===== src/source/bp_settings.svh =====
// Sizing for the branch prediction subsystem
// Assumes 2-byte instructions, so PC bit 0 never takes part in indexing
// Index and tag must together cover PC bits 15 to 1

`ifndef BP_SETTINGS_SVH
`define BP_SETTINGS_SVH

////////////////////
// PC and tables
////////////////////

`define BP_PC_W        16   // Width of every PC and target
`define BP_IDX_W       3    // Table index, PC bits 3 to 1
`define BP_TAG_W       12   // Tag, PC bits 15 to 4
`define BP_ENTRIES     8    // Entries per table, 2 ** BP_IDX_W
`define BP_INSN_BYTES  2    // Fall-through step of the PC

`endif


===== src/source/bp_pkg.sv =====
// Shared types of the branch prediction subsystem
// Counter encoding is fixed, upper bit is the taken prediction

`default_nettype none

package bp_pkg;

  // 2-bit saturating counter, every encoding is a legal state
  typedef enum logic [1:0] {
    STRONG_NOT_TAKEN = 2'b00,
    WEAK_NOT_TAKEN   = 2'b01,
    WEAK_TAKEN       = 2'b10,
    STRONG_TAKEN     = 2'b11
  } counter_t;

  // Outcome of the IF/ID slot in the decode stage
  typedef enum logic [1:0] {
    RES_NONE     = 2'b00,   // Nothing resolved this cycle
    RES_CORRECT  = 2'b01,   // Direction and target right
    RES_DIR_MISS = 2'b10,   // Wrong direction
    RES_TGT_MISS = 2'b11    // Taken as predicted, wrong target
  } resolve_t;

endpackage

`default_nettype wire


===== src/source/bp_history_table.sv =====
// Direct-mapped tagged branch history table with 8 entries
// Combinational read where a tag miss reads as STRONG_NOT_TAKEN
// A write lands on the next rising edge so a same-cycle read sees old data
// wen must already be qualified by the caller

`timescale 1ns/1ps
`default_nettype none

`include "bp_settings.svh"

module bp_history_table (
  input  wire logic                  clk,
  input  wire logic                  rst,
  input  wire logic [`BP_PC_W-1:0]   pc_fetch,        // Fetch stage PC
  output logic                       hit,             // Valid entry with matching tag
  output bp_pkg::counter_t           counter,         // Counter of the fetch PC
  output logic                       predicted_taken, // Upper counter bit
  input  wire logic                  wen,             // Update strobe from resolver
  input  wire logic [`BP_PC_W-1:0]   wr_pc,           // PC of the resolved branch
  input  wire bp_pkg::counter_t      old_counter,     // Counter read at fetch time
  input  wire logic                  actual_taken     // Resolved direction
);

  import bp_pkg::*;

  ////////////////////
  // Storage
  ////////////////////

  logic                  valid_q [`BP_ENTRIES];  // Entry holds a branch
  logic [`BP_TAG_W-1:0]  tag_q   [`BP_ENTRIES];  // Upper PC bits
  counter_t              cnt_q   [`BP_ENTRIES];  // Saturating counters

  logic [`BP_IDX_W-1:0]  rd_idx;                 // Fetch side index
  logic [`BP_TAG_W-1:0]  rd_tag;                 // Fetch side tag
  logic [`BP_IDX_W-1:0]  wr_idx;                 // Update side index
  logic [`BP_TAG_W-1:0]  wr_tag;                 // Update side tag
  counter_t              next_counter;           // Counter after the update

  assign rd_idx = pc_fetch[`BP_IDX_W:1];
  assign rd_tag = pc_fetch[`BP_PC_W-1:`BP_IDX_W+1];
  assign wr_idx = wr_pc[`BP_IDX_W:1];
  assign wr_tag = wr_pc[`BP_PC_W-1:`BP_IDX_W+1];

  ////////////////////
  // Fetch read
  ////////////////////

  assign hit             = valid_q[rd_idx] && (tag_q[rd_idx] == rd_tag);
  assign counter         = hit ? cnt_q[rd_idx] : STRONG_NOT_TAKEN; // Miss reads strongly not taken
  assign predicted_taken = counter[1];

  ////////////////////
  // Counter update
  ////////////////////

  // One step toward the resolved direction and held at both ends
  always_comb begin
    next_counter = old_counter;
    case (old_counter)
      STRONG_NOT_TAKEN: next_counter = actual_taken ? WEAK_NOT_TAKEN : STRONG_NOT_TAKEN;
      WEAK_NOT_TAKEN:   next_counter = actual_taken ? WEAK_TAKEN     : STRONG_NOT_TAKEN;
      WEAK_TAKEN:       next_counter = actual_taken ? STRONG_TAKEN   : WEAK_NOT_TAKEN;
      STRONG_TAKEN:     next_counter = actual_taken ? STRONG_TAKEN   : WEAK_TAKEN;
    endcase
  end

  // Reset empties every entry
  always_ff @(posedge clk) begin
    if (rst) begin
      for (int i = 0; i < `BP_ENTRIES; i++) begin
        valid_q[i] <= 1'b0;
        cnt_q[i]   <= STRONG_NOT_TAKEN;
      end
    end else if (wen) begin
      valid_q[wr_idx] <= 1'b1;          // Claims the entry and may evict an alias
      cnt_q[wr_idx]   <= next_counter;
    end
  end

  always_ff @(posedge clk) begin
    if (wen) begin
      tag_q[wr_idx] <= wr_tag;          // New owner of the index
    end
  end

endmodule

`default_nettype wire


===== src/source/bp_resolver.sv =====
// Decode-stage branch resolution, purely combinational
// Only this block qualifies table writes with enable and slot validity
// redirect_pc is always computed, it is acted on only with mispredict

`timescale 1ns/1ps
`default_nettype none

`include "bp_settings.svh"

module bp_resolver (
  input  wire logic                  id_valid,        // IF/ID slot holds a live fetch
  input  wire logic [`BP_PC_W-1:0]   id_pc,           // PC of the slot
  input  wire logic                  id_pred_taken,   // Direction guessed at fetch
  input  wire logic [`BP_PC_W-1:0]   id_pred_target,  // Target guessed at fetch
  input  wire logic                  branch_valid,    // Decode sees a branch
  input  wire logic                  actual_taken,    // Resolved direction
  input  wire logic [`BP_PC_W-1:0]   actual_target,   // Resolved target
  input  wire logic                  enable,          // Low during a stall
  output logic                       bht_wen,         // Update the history entry
  output logic                       btb_wen,         // Update the target entry
  output logic                       mispredict,      // Single cycle redirect request
  output logic [`BP_PC_W-1:0]        redirect_pc,     // Correct next fetch PC
  output bp_pkg::resolve_t           resolve_kind     // Slot classification
);

  import bp_pkg::*;

  logic                  resolved;      // A branch is resolved this cycle
  logic                  dir_wrong;     // Direction disagrees
  logic                  tgt_wrong;     // Guessed target differs from real one
  logic [`BP_PC_W-1:0]   fall_through;  // Next sequential PC of the slot
  resolve_t              kind;

  ////////////////////
  // Qualification
  ////////////////////

  // Stalls and squashed slots never resolve
  assign resolved = enable && id_valid && branch_valid;

  assign dir_wrong    = (actual_taken != id_pred_taken);
  assign tgt_wrong    = (actual_target != id_pred_target);
  assign fall_through = id_pc + `BP_PC_W'(`BP_INSN_BYTES);

  ////////////////////
  // Classification
  ////////////////////

  always_comb begin
    kind = RES_NONE;
    if (resolved) begin
      if (dir_wrong) begin
        kind = RES_DIR_MISS;                  // Covers both taken and not-taken misses
      end else if (actual_taken && tgt_wrong) begin
        kind = RES_TGT_MISS;                  // Right direction, stale target
      end else begin
        kind = RES_CORRECT;
      end
    end
  end

  assign resolve_kind = kind;
  assign mispredict   = (kind == RES_DIR_MISS) || (kind == RES_TGT_MISS);

  ////////////////////
  // Table updates
  ////////////////////

  // Counter moves on every resolved branch
  assign bht_wen = resolved;

  // A BTB miss reads back as the fall-through PC, so a target compare
  // also catches a missing entry unless the branch targets pc + 2
  assign btb_wen = resolved && actual_taken && tgt_wrong;

  ////////////////////
  // Redirect
  ////////////////////

  assign redirect_pc = actual_taken ? actual_target : fall_through;

endmodule

`default_nettype wire


===== src/source/bp_target_buffer.sv =====
// Direct-mapped tagged branch target buffer, 8 entries
// Target output is only meaningful while btb_hit is set
// A write replaces the whole indexed entry on the next rising edge

`timescale 1ns/1ps
`default_nettype none

`include "bp_settings.svh"

module bp_target_buffer (
  input  wire logic                  clk,
  input  wire logic                  rst,
  input  wire logic [`BP_PC_W-1:0]   pc_fetch,   // Fetch stage PC
  output logic                       btb_hit,    // Valid entry with matching tag
  output logic [`BP_PC_W-1:0]        target,     // Stored target of the entry
  input  wire logic                  wen,        // Write strobe from resolver
  input  wire logic [`BP_PC_W-1:0]   wr_pc,      // PC of the taken branch
  input  wire logic [`BP_PC_W-1:0]   wr_target   // Its actual target
);

  ////////////////////
  // Storage
  ////////////////////

  logic                  valid_q  [`BP_ENTRIES];
  logic [`BP_TAG_W-1:0]  tag_q    [`BP_ENTRIES];
  logic [`BP_PC_W-1:0]   target_q [`BP_ENTRIES];

  logic [`BP_IDX_W-1:0]  rd_idx;
  logic [`BP_IDX_W-1:0]  wr_idx;

  assign rd_idx = pc_fetch[`BP_IDX_W:1];     // PC bits 3 to 1
  assign wr_idx = wr_pc[`BP_IDX_W:1];

  ////////////////////
  // Fetch read
  ////////////////////

  assign btb_hit = valid_q[rd_idx] &&
                   (tag_q[rd_idx] == pc_fetch[`BP_PC_W-1:`BP_IDX_W+1]);
  assign target  = target_q[rd_idx];

  ////////////////////
  // Update
  ////////////////////

  always_ff @(posedge clk) begin
    if (rst) begin
      for (int i = 0; i < `BP_ENTRIES; i++) begin
        valid_q[i] <= 1'b0;             // All entries empty
      end
    end else if (wen) begin
      valid_q[wr_idx] <= 1'b1;
    end
  end

  always_ff @(posedge clk) begin
    if (wen) begin
      tag_q[wr_idx]    <= wr_pc[`BP_PC_W-1:`BP_IDX_W+1];
      target_q[wr_idx] <= wr_target;    // Last taken target wins
    end
  end

endmodule

`default_nettype wire


===== src/source/branch_predictor.sv =====
// Branch prediction subsystem top level
// Predicts combinationally from pc_fetch, resolves in the same cycle as decode
// enable low freezes the IF/ID slot and blocks all table writes
// The fetch after a mispredict is dropped from the IF/ID slot

`timescale 1ns/1ps
`default_nettype none

`include "bp_settings.svh"

module branch_predictor (
  input  wire logic                  clk,
  input  wire logic                  rst,
  input  wire logic                  enable,            // Pipeline advance
  input  wire logic                  fetch_valid,       // pc_fetch is a real fetch
  input  wire logic [`BP_PC_W-1:0]   pc_fetch,
  output logic                       predicted_taken,
  output logic [`BP_PC_W-1:0]        predicted_target,
  input  wire logic                  branch_valid,      // Decode found a branch in the slot
  input  wire logic                  actual_taken,
  input  wire logic [`BP_PC_W-1:0]   actual_target,
  output logic                       mispredict,
  output logic [`BP_PC_W-1:0]        redirect_pc,
  output bp_pkg::resolve_t           resolve_kind
);

  import bp_pkg::*;

  ////////////////////
  // Fetch prediction
  ////////////////////

  logic                  bht_hit;
  counter_t              bht_counter;
  logic                  bht_taken;
  logic                  btb_hit;
  logic [`BP_PC_W-1:0]   btb_target;
  logic                  bht_wen;
  logic                  btb_wen;

  // IF/ID slot
  logic                  id_valid;
  logic [`BP_PC_W-1:0]   id_pc;
  counter_t              id_counter;        // Counter as read at fetch
  logic                  id_pred_taken;
  logic [`BP_PC_W-1:0]   id_pred_target;

  assign predicted_taken  = bht_hit && bht_taken;   // Untracked PCs fall through
  assign predicted_target = btb_hit ? btb_target : pc_fetch + `BP_PC_W'(`BP_INSN_BYTES);

  bp_history_table u_bht (
    .clk             (clk),
    .rst             (rst),
    .pc_fetch        (pc_fetch),
    .hit             (bht_hit),
    .counter         (bht_counter),
    .predicted_taken (bht_taken),
    .wen             (bht_wen),
    .wr_pc           (id_pc),
    .old_counter     (id_counter),
    .actual_taken    (actual_taken)
  );

  bp_target_buffer u_btb (
    .clk       (clk),
    .rst       (rst),
    .pc_fetch  (pc_fetch),
    .btb_hit   (btb_hit),
    .target    (btb_target),
    .wen       (btb_wen),
    .wr_pc     (id_pc),
    .wr_target (actual_target)
  );

  ////////////////////
  // IF/ID slot
  ////////////////////

  // Wrong-path fetch enters the slot as a bubble
  always_ff @(posedge clk) begin
    if (rst) begin
      id_valid <= 1'b0;
    end else if (enable) begin
      id_valid <= fetch_valid && !mispredict;
    end
  end

  // Payload only moves with the pipeline
  always_ff @(posedge clk) begin
    if (enable) begin
      id_pc          <= pc_fetch;
      id_counter     <= bht_counter;
      id_pred_taken  <= predicted_taken;
      id_pred_target <= predicted_target;
    end
  end

  ////////////////////
  // Decode resolution
  ////////////////////

  bp_resolver u_resolver (
    .id_valid       (id_valid),
    .id_pc          (id_pc),
    .id_pred_taken  (id_pred_taken),
    .id_pred_target (id_pred_target),
    .branch_valid   (branch_valid),
    .actual_taken   (actual_taken),
    .actual_target  (actual_target),
    .enable         (enable),
    .bht_wen        (bht_wen),
    .btb_wen        (btb_wen),
    .mispredict     (mispredict),
    .redirect_pc    (redirect_pc),
    .resolve_kind   (resolve_kind)
  );

endmodule

`default_nettype wire


===== config.mk =====
export PLATFORM = sky130hd
export DESIGN_NAME = branch_predictor
export DESIGN_NICKNAME = d
export VERILOG_FILES = /design/src/source/bp_pkg.sv /design/src/source/bp_history_table.sv /design/src/source/bp_resolver.sv /design/src/source/bp_target_buffer.sv /design/src/source/branch_predictor.sv
export VERILOG_INCLUDE_DIRS = /design/src /design/src/source
export SDC_FILE = /design/constraint.sdc
export NUM_CORES = 1
export LEC_CHECK = 0
export ABC_AREA = 1
export BUFFER_PORTS_ARGS = -buffer_cell sky130_fd_sc_hd__buf_4
export CAP_MARGIN = 20
export CELL_PAD_IN_SITES_DETAIL_PLACEMENT = 0
export CELL_PAD_IN_SITES_GLOBAL_PLACEMENT = 2
export CORE_ASPECT_RATIO = 1.2
export CORE_UTILIZATION = 43
export DETAILED_ROUTE_END_ITERATION = 10
export PLACE_DENSITY_LB_ADDON = 0.1
export SYNTH_ARGS = -nofsm -noshare
export SYNTH_HDL_FRONTEND = slang
export SYNTH_HIERARCHICAL = 1
export SYNTH_SLANG_ARGS = --single-unit

===== constraint.sdc =====
create_clock -name clk -period 8.75 [get_ports clk]
set_clock_uncertainty 0.2 [all_clocks]
set_input_delay 1.75 -clock clk [delete_from_list [all_inputs] [get_ports clk]]
set_output_delay 1.75 -clock clk [all_outputs]
set_load 0.1 [all_outputs]

# --- After elaboration in Yosys (flattened, before gate mapping) ---
# Memories as Yosys holds them, arrays and structs flattened.
# Index checks and enable logic that the tools add are counted.
classes:
  add_sub_neg: 2
  eq_ne: 9
  n_mux: 30
  n_reduce_logical: 15
ops:
  columns: ["op", "n"]
  rows:
  - ["16-bit by 2-bit adder with 16-bit output, second input constant", 2]
  - ["16-bit 2-to-1 mux", 2]
  - ["12-bit == test", 2]
  - ["1-bit 2-to-1 mux", 17]
  - ["16-bit != test", 1]
  - ["2-bit 2-to-1 mux", 7]
  - ["1-bit logical AND", 9]
  - ["3-bit 2-to-1 mux", 3]
  - ["2-bit == test, second input constant", 4]
  - ["2-bit case mux with 4 select lines", 1]
  - ["2-bit by 1-bit == test with 1-bit output, second input constant", 1]
  - ["2-bit logical NOT", 1]
  - ["1-bit OR reduction", 2]
  - ["2-bit OR reduction", 1]
  - ["1-bit logical NOT", 1]
  - ["1-bit logical OR", 1]
  - ["1-bit != test", 1]
totals:
  reg_bits: 36
  mem_bits_rw: 352
  input_bits: 38
  out_inout_bits: 36
  elab_cells: 68
  n_memories: 6
memory_table:
  columns: ["memory", "depth", "word_bits", "read_ports", "rd_ports_with_merged_regs", "write_ports", "line", "text"]
  rows:
  - ["u_btb.target_q", 8, 16, 1, 0, 1, "bp_target_buffer.sv:27", "logic [`BP_PC_W-1:0] target_q [`BP_ENTRIES];"]
  - ["u_bht.tag_q", 8, 12, 1, 0, 1, "bp_history_table.sv:31", "logic [`BP_TAG_W-1:0] tag_q [`BP_ENTRIES];"]
  - ["u_btb.tag_q", 8, 12, 1, 0, 1, "bp_target_buffer.sv:26", "logic [`BP_TAG_W-1:0] tag_q [`BP_ENTRIES];"]
  - ["u_bht.cnt_q", 8, 2, 1, 0, 8, "bp_history_table.sv:32", "counter_t cnt_q [`BP_ENTRIES];"]
  - ["u_bht.valid_q", 8, 1, 1, 0, 8, "bp_history_table.sv:30", "logic valid_q [`BP_ENTRIES];"]
  - ["u_btb.valid_q", 8, 1, 1, 0, 8, "bp_target_buffer.sv:25", "logic valid_q [`BP_ENTRIES];"]

# --- Depth between registers and ports, before layout ---
# Gate-level depths: netlist of the first run.
logic_depth:
  word_depth: 9
  depth_mapped: 19
  mapped_depth_nobuf: 16

# --- Cells and area by module ---
# The synthesis of the first run kept the hierarchy.
by_module_without_submodules:
  columns: ["module", "n_inst", "cells_per_inst", "area_each_um2", "seq_area_each_um2"]
  rows:
  - ["bp_target_buffer", 1, 848, 9595.5, 6886.6]
  - ["bp_history_table", 1, 557, 5385.2, 3523.4]
  - ["branch_predictor", 1, 155, 1639.1, 1071.0]
  - ["bp_resolver", 1, 200, 908.4, 0.0]

# --- Worst setup path before layout of the first run ---
# Ideal clock, no wire load.
synth_timing:
  kind: "in2out"
  start: "input port pc_fetch[1]"
  end: "output port predicted_target[3]"
  t_arrival_ns: 5.060
  t_required_ns: 6.800
  slack_ns: 1.740
  cell_stages: 18
  n_path_buf: 3
  cell_sequence: "buf_6 > inv_6 > buf_6 > nand2_1 > nand3_1 > nand3_1 > nand2_1 > nand2_1 > nand2_1 > inv_1 > nand2_1 > nor2_1 > nand2_1 > nor2_1 > buf_2 > inv_1 > nand2_1 > o21ai_0"
synth_via:
  elab_chain_cells: 4
  word_cells_on_any_way: 7
  classes_between: "add/sub (1); eq/ne (1); mux (1); reduce/logical (1); memory (3)"
synth_lines:
  columns: ["element", "line", "text"]
  rows:
  - ["start, declared", "branch_predictor.sv:16", "input wire logic [`BP_PC_W-1:0] pc_fetch,"]
  - ["memory 8 x 12 bit", null, null]
  - ["12-bit == test", "bp_target_buffer.sv:40", "(tag_q[rd_idx] == pc_fetch[`BP_PC_W-1:`BP_IDX_W+1]);"]
  - ["1-bit logical AND (*)", "bp_target_buffer.sv:39", "assign btb_hit = valid_q[rd_idx] &&"]
  - ["net btb_hit", "branch_predictor.sv:36", "logic btb_hit;"]
  - ["16-bit 2-to-1 mux (*)", "branch_predictor.sv:49", "assign predicted_target = btb_hit ? btb_target : pc_fetch + `BP_PC_W'(`BP_INSN_BYTES);"]
  - ["end, declared", "branch_predictor.sv:18", "output logic [`BP_PC_W-1:0] predicted_target,"]
# Mark *: on every way through the listed nets, which the timed path passes. The rest lies on a longest branch.

# --- Final worst setup path of the first run ---
# Same ends and word-level chain as after synthesis.

==> results of run 1 <==
==> cell usage in the layout (no fill, tap or decap), types with 13 or more instances in the layout <==
cell and n:
a31oi_1 20, buf_4 95, clkbuf_16 42, dfxtp_1 17
edfxtp_1 371, inv_1 200, nand2_1 448, nand3_1 144
nand3b_1 13, nor2_1 268, nor2_4 15, o21ai_0 94
o21ai_1 25, o22ai_1 20
==> worst reg2reg max path: stages, from the launching register on <==
cell      delay, ps
edfxtp_1        400
inv_1            70
nand2_1          40
nand2_1          60
nor2_1           40
nand2_1         130
nor2_1           90
nand2_1         130
nand2_1         110
inv_1            90
nand2_1         240
nor2_4          580
buf_4           420
==> final timing paths <==
kind / from / to / slack, ps
worst min-delay path: u_bht/valid_q[7] / u_bht/valid_q[7] / 260
worst max-delay path: pc_fetch[1] / predicted_target[3] / 1710
worst max register to register: id_pred_target[3] / u_btb/target_q[7][2] / 5830
worst min register to register: u_bht/valid_q[7] / u_bht/valid_q[7] / 260
==> sequential cells by signal, indices dropped and copies added (netlist names) <==
| register | count |
|---|---|
| id_valid | 1 |
| u_btb/valid_q | 8 |
| id_pred_taken | 1 |
| id_pred_target | 16 |
| u_btb/target_q | 128 |
| u_bht/cnt_q | 16 |
| u_btb/tag_q | 96 |
| id_pc | 16 |
| id_counter | 2 |
| u_bht/tag_q | 96 |
| u_bht/valid_q | 8 |
==> power by group through the flow <==
stage / Combinational, mW / Sequential, mW / Clock [mW]
after floorplan: 0.266 / 2.12 / 0
after global placement: 0.387 / 2.14 / 0
after detailed placement: 0.389 / 2.14 / 0
after CTS: 0.390 / 2.10 / 1.70
after global routing: 0.421 / 2.10 / 1.76
final: 0.386 / 2.10 / 1.66
==> final cells by class <==
cell class,instances,area (µm²)
Fill cell,3677,20100
Sequential cell,388,11500
Multi-Input combinational cell,1090,4840
Clock buffer,54,1100
Inverter,208,793
Timing Repair Buffer,97,744
Tap cell,533,667
Clock inverter,20,164
==> routing by layer <==
metal,vias to the layer above,track usage,share of wire
met5,-,0,0
met1,5888,0.305,0.42
met3,71,0.0340,0.049
met2,268,0.415,0.50
met4,0,0.0704,0.023
li1,5960,-,-
==> cells by family (layout without fill, tap and decap cells) <==
family,after synthesis,after routing,synth area share
AND/OR/NAND/NOR,912,912,0.216
flip-flops,388,388,0.655
buffers and inverters,282,379,0.0720
AO/OA/AOI/OAI,171,171,0.0528
XOR/XNOR,5,5,0.00250
adder cells (fa/ha/maj),2,2,0.00143
==> impl_metrics.json, run 1 <==
{
  "status": "finished, final reports clean",
  "cp-end-kind": "primary output",
  "drtIter0Drc": 820,
  "n_antenna_cell": 0,
  "cts_sinks": 388,
  "die_area_mm2": 0.0416,
  "ir_worst_vdd_mv": 0.165,
  "dp_cells": 2316,
  "cts_setup_buffers": 0,
  "fp-row-count": 80,
  "grt_max_degree": 109,
  "io_buffers": 73,
  "antenna_found_initial": 0,
  "dp_hpwl_mm": 29.4,
  "period_share": 0.804,
  "placed_area_mm2": 0.0185,
  "hold_violations": 0,
  "layout_min_cycle_time_ps": 7040,
  "drc": 0,
  "p_seq_frac": 0.507,
  "root_buffer": "clkbuf_16",
  "final_cells": 2390,
  "critPathSlowestCell": "inv_6",
  "tightest_slew_ps": 1010,
  "first_global_vias": 11700,
  "clk_pin_slew_ps": 50,
  "crit_buf_inv": 6,
  "cts_buffers": 41,
  "cp_max_fo": 108,
  "cts_resized": 0,
  "initial_core_util": 0.439,
  "fin_nets": 1866,
  "vias_per_cell": 5.10,
  "cts_tree": "done",
  "hp-class": "flip-flop to flip-flop",
  "syn_avg_cell_area_um2": 9.96,
  "synth.area.top_cells": "edfxtp_1 64%, nand2_1 9.6%, nor2_1 5.9%",
  "synth_edf_count": 371,
  "p_per_area_mw_per_mm2": 209,
  "ys_seq_area_frac": 0.655,
  "clock_power_share": 0.400,
  "synth_commonest_cells": "448 x nand2_1, 371 x edfxtp_1, 276 x nor2_1",
  "synth_cells": 1760,
  "cell_internal_pwr_mw": 3.10,
  "crit_chain": "buf_6 > inv_6 > nand2_1 > nand3_1 > nand3_1 > nand3_1 > nand2_1 > inv_1 > nand2_1 > nor2_1 > nand2_1 > nor2_1 > buf_4 > inv_1 > nand2_1 > o21ai_0 > buf_4",
  "cts_buffer_depth": 3,
  "crit_cells": 17,
  "num_vias": 12200,
  "htreeDepth": 2,
  "synth_area_leader_cell": "edfxtp_1",
  "r2r_cells": 12,
  "required_ps": 6800,
  "hold_buffers": 0,
  "drt-total-wl_mm": 49.0,
  "cpMostUsedCell": "nand2_1",
  "synth_warnings": 6,
  "gp_congestion": 0.809,
  "path_class": "input port to primary output",
  "p_switching_mw": 1.04,
  "drive_above_1_share": 0.101,
  "cp.arrival_ps": 5090,
  "grt_usage": 0.237,
  "fmax_ghz": 0.142,
  "yosys.cell_count.top_type": "nand2_1",
  "drtAntennaViolNets": 0,
  "p_sw_frac": 0.252,
  "die_w_um": 186,
  "wire_per_inst_um": 20.5,
  "coreArea_mm2": 0.0399,
  "synth-async-reset-ratio": 0,
  "area_delta_synth_final_pct": 12.9,
  "synth_top_area_share": 0.636,
  "ios": 74,
  "startpoint_type": "input port",
  "drv_slew": 0,
  "grt_pass1_wl_mm": 73.0,
  "syn_nets": 1800,
  "drt_pass1_iterations": 5,
  "rsz0062_at_grt": "false",
  "syn_area_mm2": 0.0175,
  "die_h_um": 223,
  "leakagePower_nw": 7.97,
  "clk_latency_ps": 550,
  "fin_hold_ws_ps": 255,
  "setup_tns_ps": 0,
  "synth-seq-cells": 388,
  "pre_cts_slack_ps": 1710,
  "max_slew_margin": 0.327,
  "overflow": 0,
  "fin_ws_ps": 1710,
  "setup_viol": 0,
  "combPwrFrac": 0.093,
  "cpLargestDelayFamily": "buffers and inverters",
  "total_power_mw": 4.14,
  "final_util": 0.496,
  "stdcell_area_mm2": 0.0198,
  "synth_flop_cell": "edfxtp_1",
  "cp_slowest_stage_delay_ps": 430,
  "max_cap_viol_count": 0,
  "hold-path-cell-count": 2,
  "ys_types": 36
}
No activity file was read; power rests on OpenSTA's default activity.
==> run 2: changes to the inputs <==
--- a/config.mk
+++ b/config.mk
@@ -6,13 +6,13 @@
 export SDC_FILE = /design/constraint.sdc
 export NUM_CORES = 1
 export LEC_CHECK = 0
-export ABC_AREA = 1
+export ABC_AREA = 0
 export BUFFER_PORTS_ARGS = -buffer_cell sky130_fd_sc_hd__buf_4
 export CAP_MARGIN = 20
 export CELL_PAD_IN_SITES_DETAIL_PLACEMENT = 0
 export CELL_PAD_IN_SITES_GLOBAL_PLACEMENT = 2
 export CORE_ASPECT_RATIO = 1.2
-export CORE_UTILIZATION = 43
+export CORE_UTILIZATION = 47
 export DETAILED_ROUTE_END_ITERATION = 10
 export PLACE_DENSITY_LB_ADDON = 0.1
 export SYNTH_ARGS = -nofsm -noshare
==> constraint.sdc (replaced) <==
create_clock -name clk -period 6.7 [get_ports clk]
set_clock_uncertainty 0.2 [all_clocks]
set_input_delay 1.34 -clock clk [delete_from_list [all_inputs] [get_ports clk]]
set_output_delay 1.34 -clock clk [all_outputs]
set_load 0.1 [all_outputs]
==> impl_metrics.json, run 2 <==
{
  "status": "finished, final reports clean",
  "clk_latency_ps": 550,
  "ys_seq_area_frac": 0.711,
  "drt_pass1_iterations": 5,
  "gr-max-usage-layer": "met2",
  "largest_reg_flops": 128,
  "cp_max_fo": 64,
  "p_per_area_mw_per_mm2": 291,
  "io_buffers": 73,
  "cts_buffer_depth": 3,
  "setup_tns_ps": 0,
  "yosys.cell_count.top_type": "edfxtp_1",
  "cts_buffers": 41,
  "period_share": 0.889,
  "drv_slew": 0,
  "grt_usage": 0.232,
  "coreArea_mm2": 0.0334,
  "required_ps": 5160,
  "tightest_slew_ps": 1070,
  "synth_warnings": 6,
  "ir_worst_vdd_mv": 0.221,
  "initial_core_util": 0.483,
  "drt-total-wl_mm": 39.2,
  "synth-async-reset-ratio": 0,
  "antenna_found_initial": 0,
  "grt_use_met1": 0.291,
  "cp.arrival_ps": 4420,
  "cts_setup_buffers": 0,
  "final_cell_mix": "371 x edfxtp_1, 90 x buf_4, 64 x mux4_2",
  "reg2reg_slack_ps": 3430,
  "cts_tree": "done",
  "grtUsageMet3": 0.0357,
  "critPathSlowestCell": "buf_4",
  "grt_pass1_wl_mm": 57.3,
  "clk_pin_slew_ps": 50,
  "drtAntennaViolNets": 0,
  "overflow": 0,
  "drc": 0,
  "die_area_mm2": 0.0351,
  "cts_sinks": 388,
  "drive_above_1_share": 0.276,
  "layout_min_cycle_time_ps": 5960,
  "syn_avg_cell_area_um2": 17.7,
  "drtIter0Drc": 551,
  "hp-class": "flip-flop to flip-flop",
  "ys_types": 50,
  "die_w_um": 171,
  "leakagePower_nw": 6.10,
  "max_slew_margin": 0.284,
  "synth_area_leader_cell": "edfxtp_1",
  "largestRegisters": "u_btb/target_q (128), u_bht/tag_q (96), u_btb/tag_q (96)",
  "fin_nets": 1048,
  "synth.area.top_cells": "edfxtp_1 69%, mux4_2 8.9%, mux2_2 2.7%",
  "num_vias": 8501,
  "wire_per_inst_um": 26.4,
  "synth_edf_count": 371,
  "syn_area_mm2": 0.0161,
  "path_class": "input port to primary output",
  "ios": 74,
  "synth_cells": 911,
  "area_delta_synth_final_pct": 15.2,
  "hold_buffers": 0,
  "startpoint_type": "input port",
  "fp-row-count": 73,
  "cts_resized": 0,
  "fin_ws_ps": 744,
  "grtUsageMet2": 0.413,
  "max_cap_viol_count": 0,
  "fmax_ghz": 0.168,
  "rsz0062_at_grt": "false",
  "first_global_vias": 8866,
  "dp_hpwl_mm": 24.4,
  "placed_area_mm2": 0.0173,
  "crit_buf_inv": 3,
  "gp_congestion": 0.798,
  "cp_slowest_stage_delay_ps": 750,
  "final_common_cell": "edfxtp_1",
  "pre_cts_slack_ps": 698,
  "synth-seq-cells": 388,
  "cpMostUsedCell": "buf_4",
  "vias_per_cell": 5.71,
  "stdcell_area_mm2": 0.0186,
  "grt_max_degree": 65,
  "hold_violations": 0,
  "syn_nets": 951,
  "die_h_um": 205,
  "setup_viol": 0,
  "largest_register": "u_btb/target_q",
  "root_buffer": "clkbuf_16",
  "crit_chain": "buf_4 > nor2b_1 > o2bb2ai_1 > a211oi_1 > xnor2_1 > nand4_1 > nor4_4 > buf_4 > mux2_2 > buf_4",
  "cpLargestDelayFamily": "buffers and inverters",
  "synth_flop_cell": "edfxtp_1",
  "htreeDepth": 2,
  "synth_commonest_cells": "371 x edfxtp_1, 74 x nor2_1, 64 x mux4_2",
  "cp-end-kind": "primary output",
  "synth_top_area_share": 0.690
}
[run 2: changes by cell type after synthesis, sizes merged, moves of 14 or more]
cell   before  now
a31oi      20    2
buf        58   27
inv       208    6
mux2        0   38
mux2i       0   41
mux4        0   67
nand2     455   49
nand3     145   16
nor2      288   74
o21ai     119   26
o22ai      20    6
xnor2       0   43
xor2        5   20
[run 2: layout make-up]
| type | count | area [µm²] |
|---|---|---|
| fill | 2681 | 14800 |
| tap | 450 | 563 |
| multi-input combinational | 478 | 4470 |
| clock buffer | 55 | 1080 |
| clock inverter | 17 | 234 |
| sequential | 388 | 11500 |
| antenna | 1 | 2.50 |
| timing repair buffer | 93 | 734 |
| inverter | 6 | 22.5 |
[run 2: tightest hold or removal path, stage by stage (launching register included)]
cell and delay [ps]:
dfxtp_1 300, nand2b_1 60, a21oi_1 50
[run 2: per-layer routing]
metal  wire length, µm  vias to the layer above
met2             20600                      233
met1             16000                     4439
met3              1840                       54
met4               832                        0
met5                 0                        -
li1                  -                     3775
[run 2: path summary, 6_finish.rpt]
path / end / start / cells after the start
setup / recovery: predicted_target[0] / pc_fetch[3] / 10
hold / removal: id_valid / id_valid / 2
setup reg to reg: u_btb/valid_q[4] / id_pred_target[15] / 9
hold reg to reg: id_valid / id_valid / 2
[run 2: cells by family after synthesis]
family          after synthesis  share of synthesized area
xor+xnor                     63                     0.0342
buf+inv                      45                     0.0166
compound gates               54                     0.0212
mux                         146                      0.146
fa+ha+maj                     4                    0.00279
simple gates                211                     0.0676
flops                       388                      0.711
[run 2: stage by stage]
stage,instances,total power [mW],utilization,hold slack (ps)
finish,1488,5.40,0.556,268
global route,1487,5.57,0.556,297
CTS,1487,5.45,0.556,266
detailed placement,1415,3.23,0.517,258
global placement,1413,3.22,0.515,243
floorplan,911,3.07,-,232
[run 2: power by group]
group	leakage, nW	internal, mW	switching [mW]	total [mW]
logic	1.95	0.140	0.293	0.433
clock network	0.633	1.33	0.900	2.23
registers	3.52	2.69	0.0485	2.74
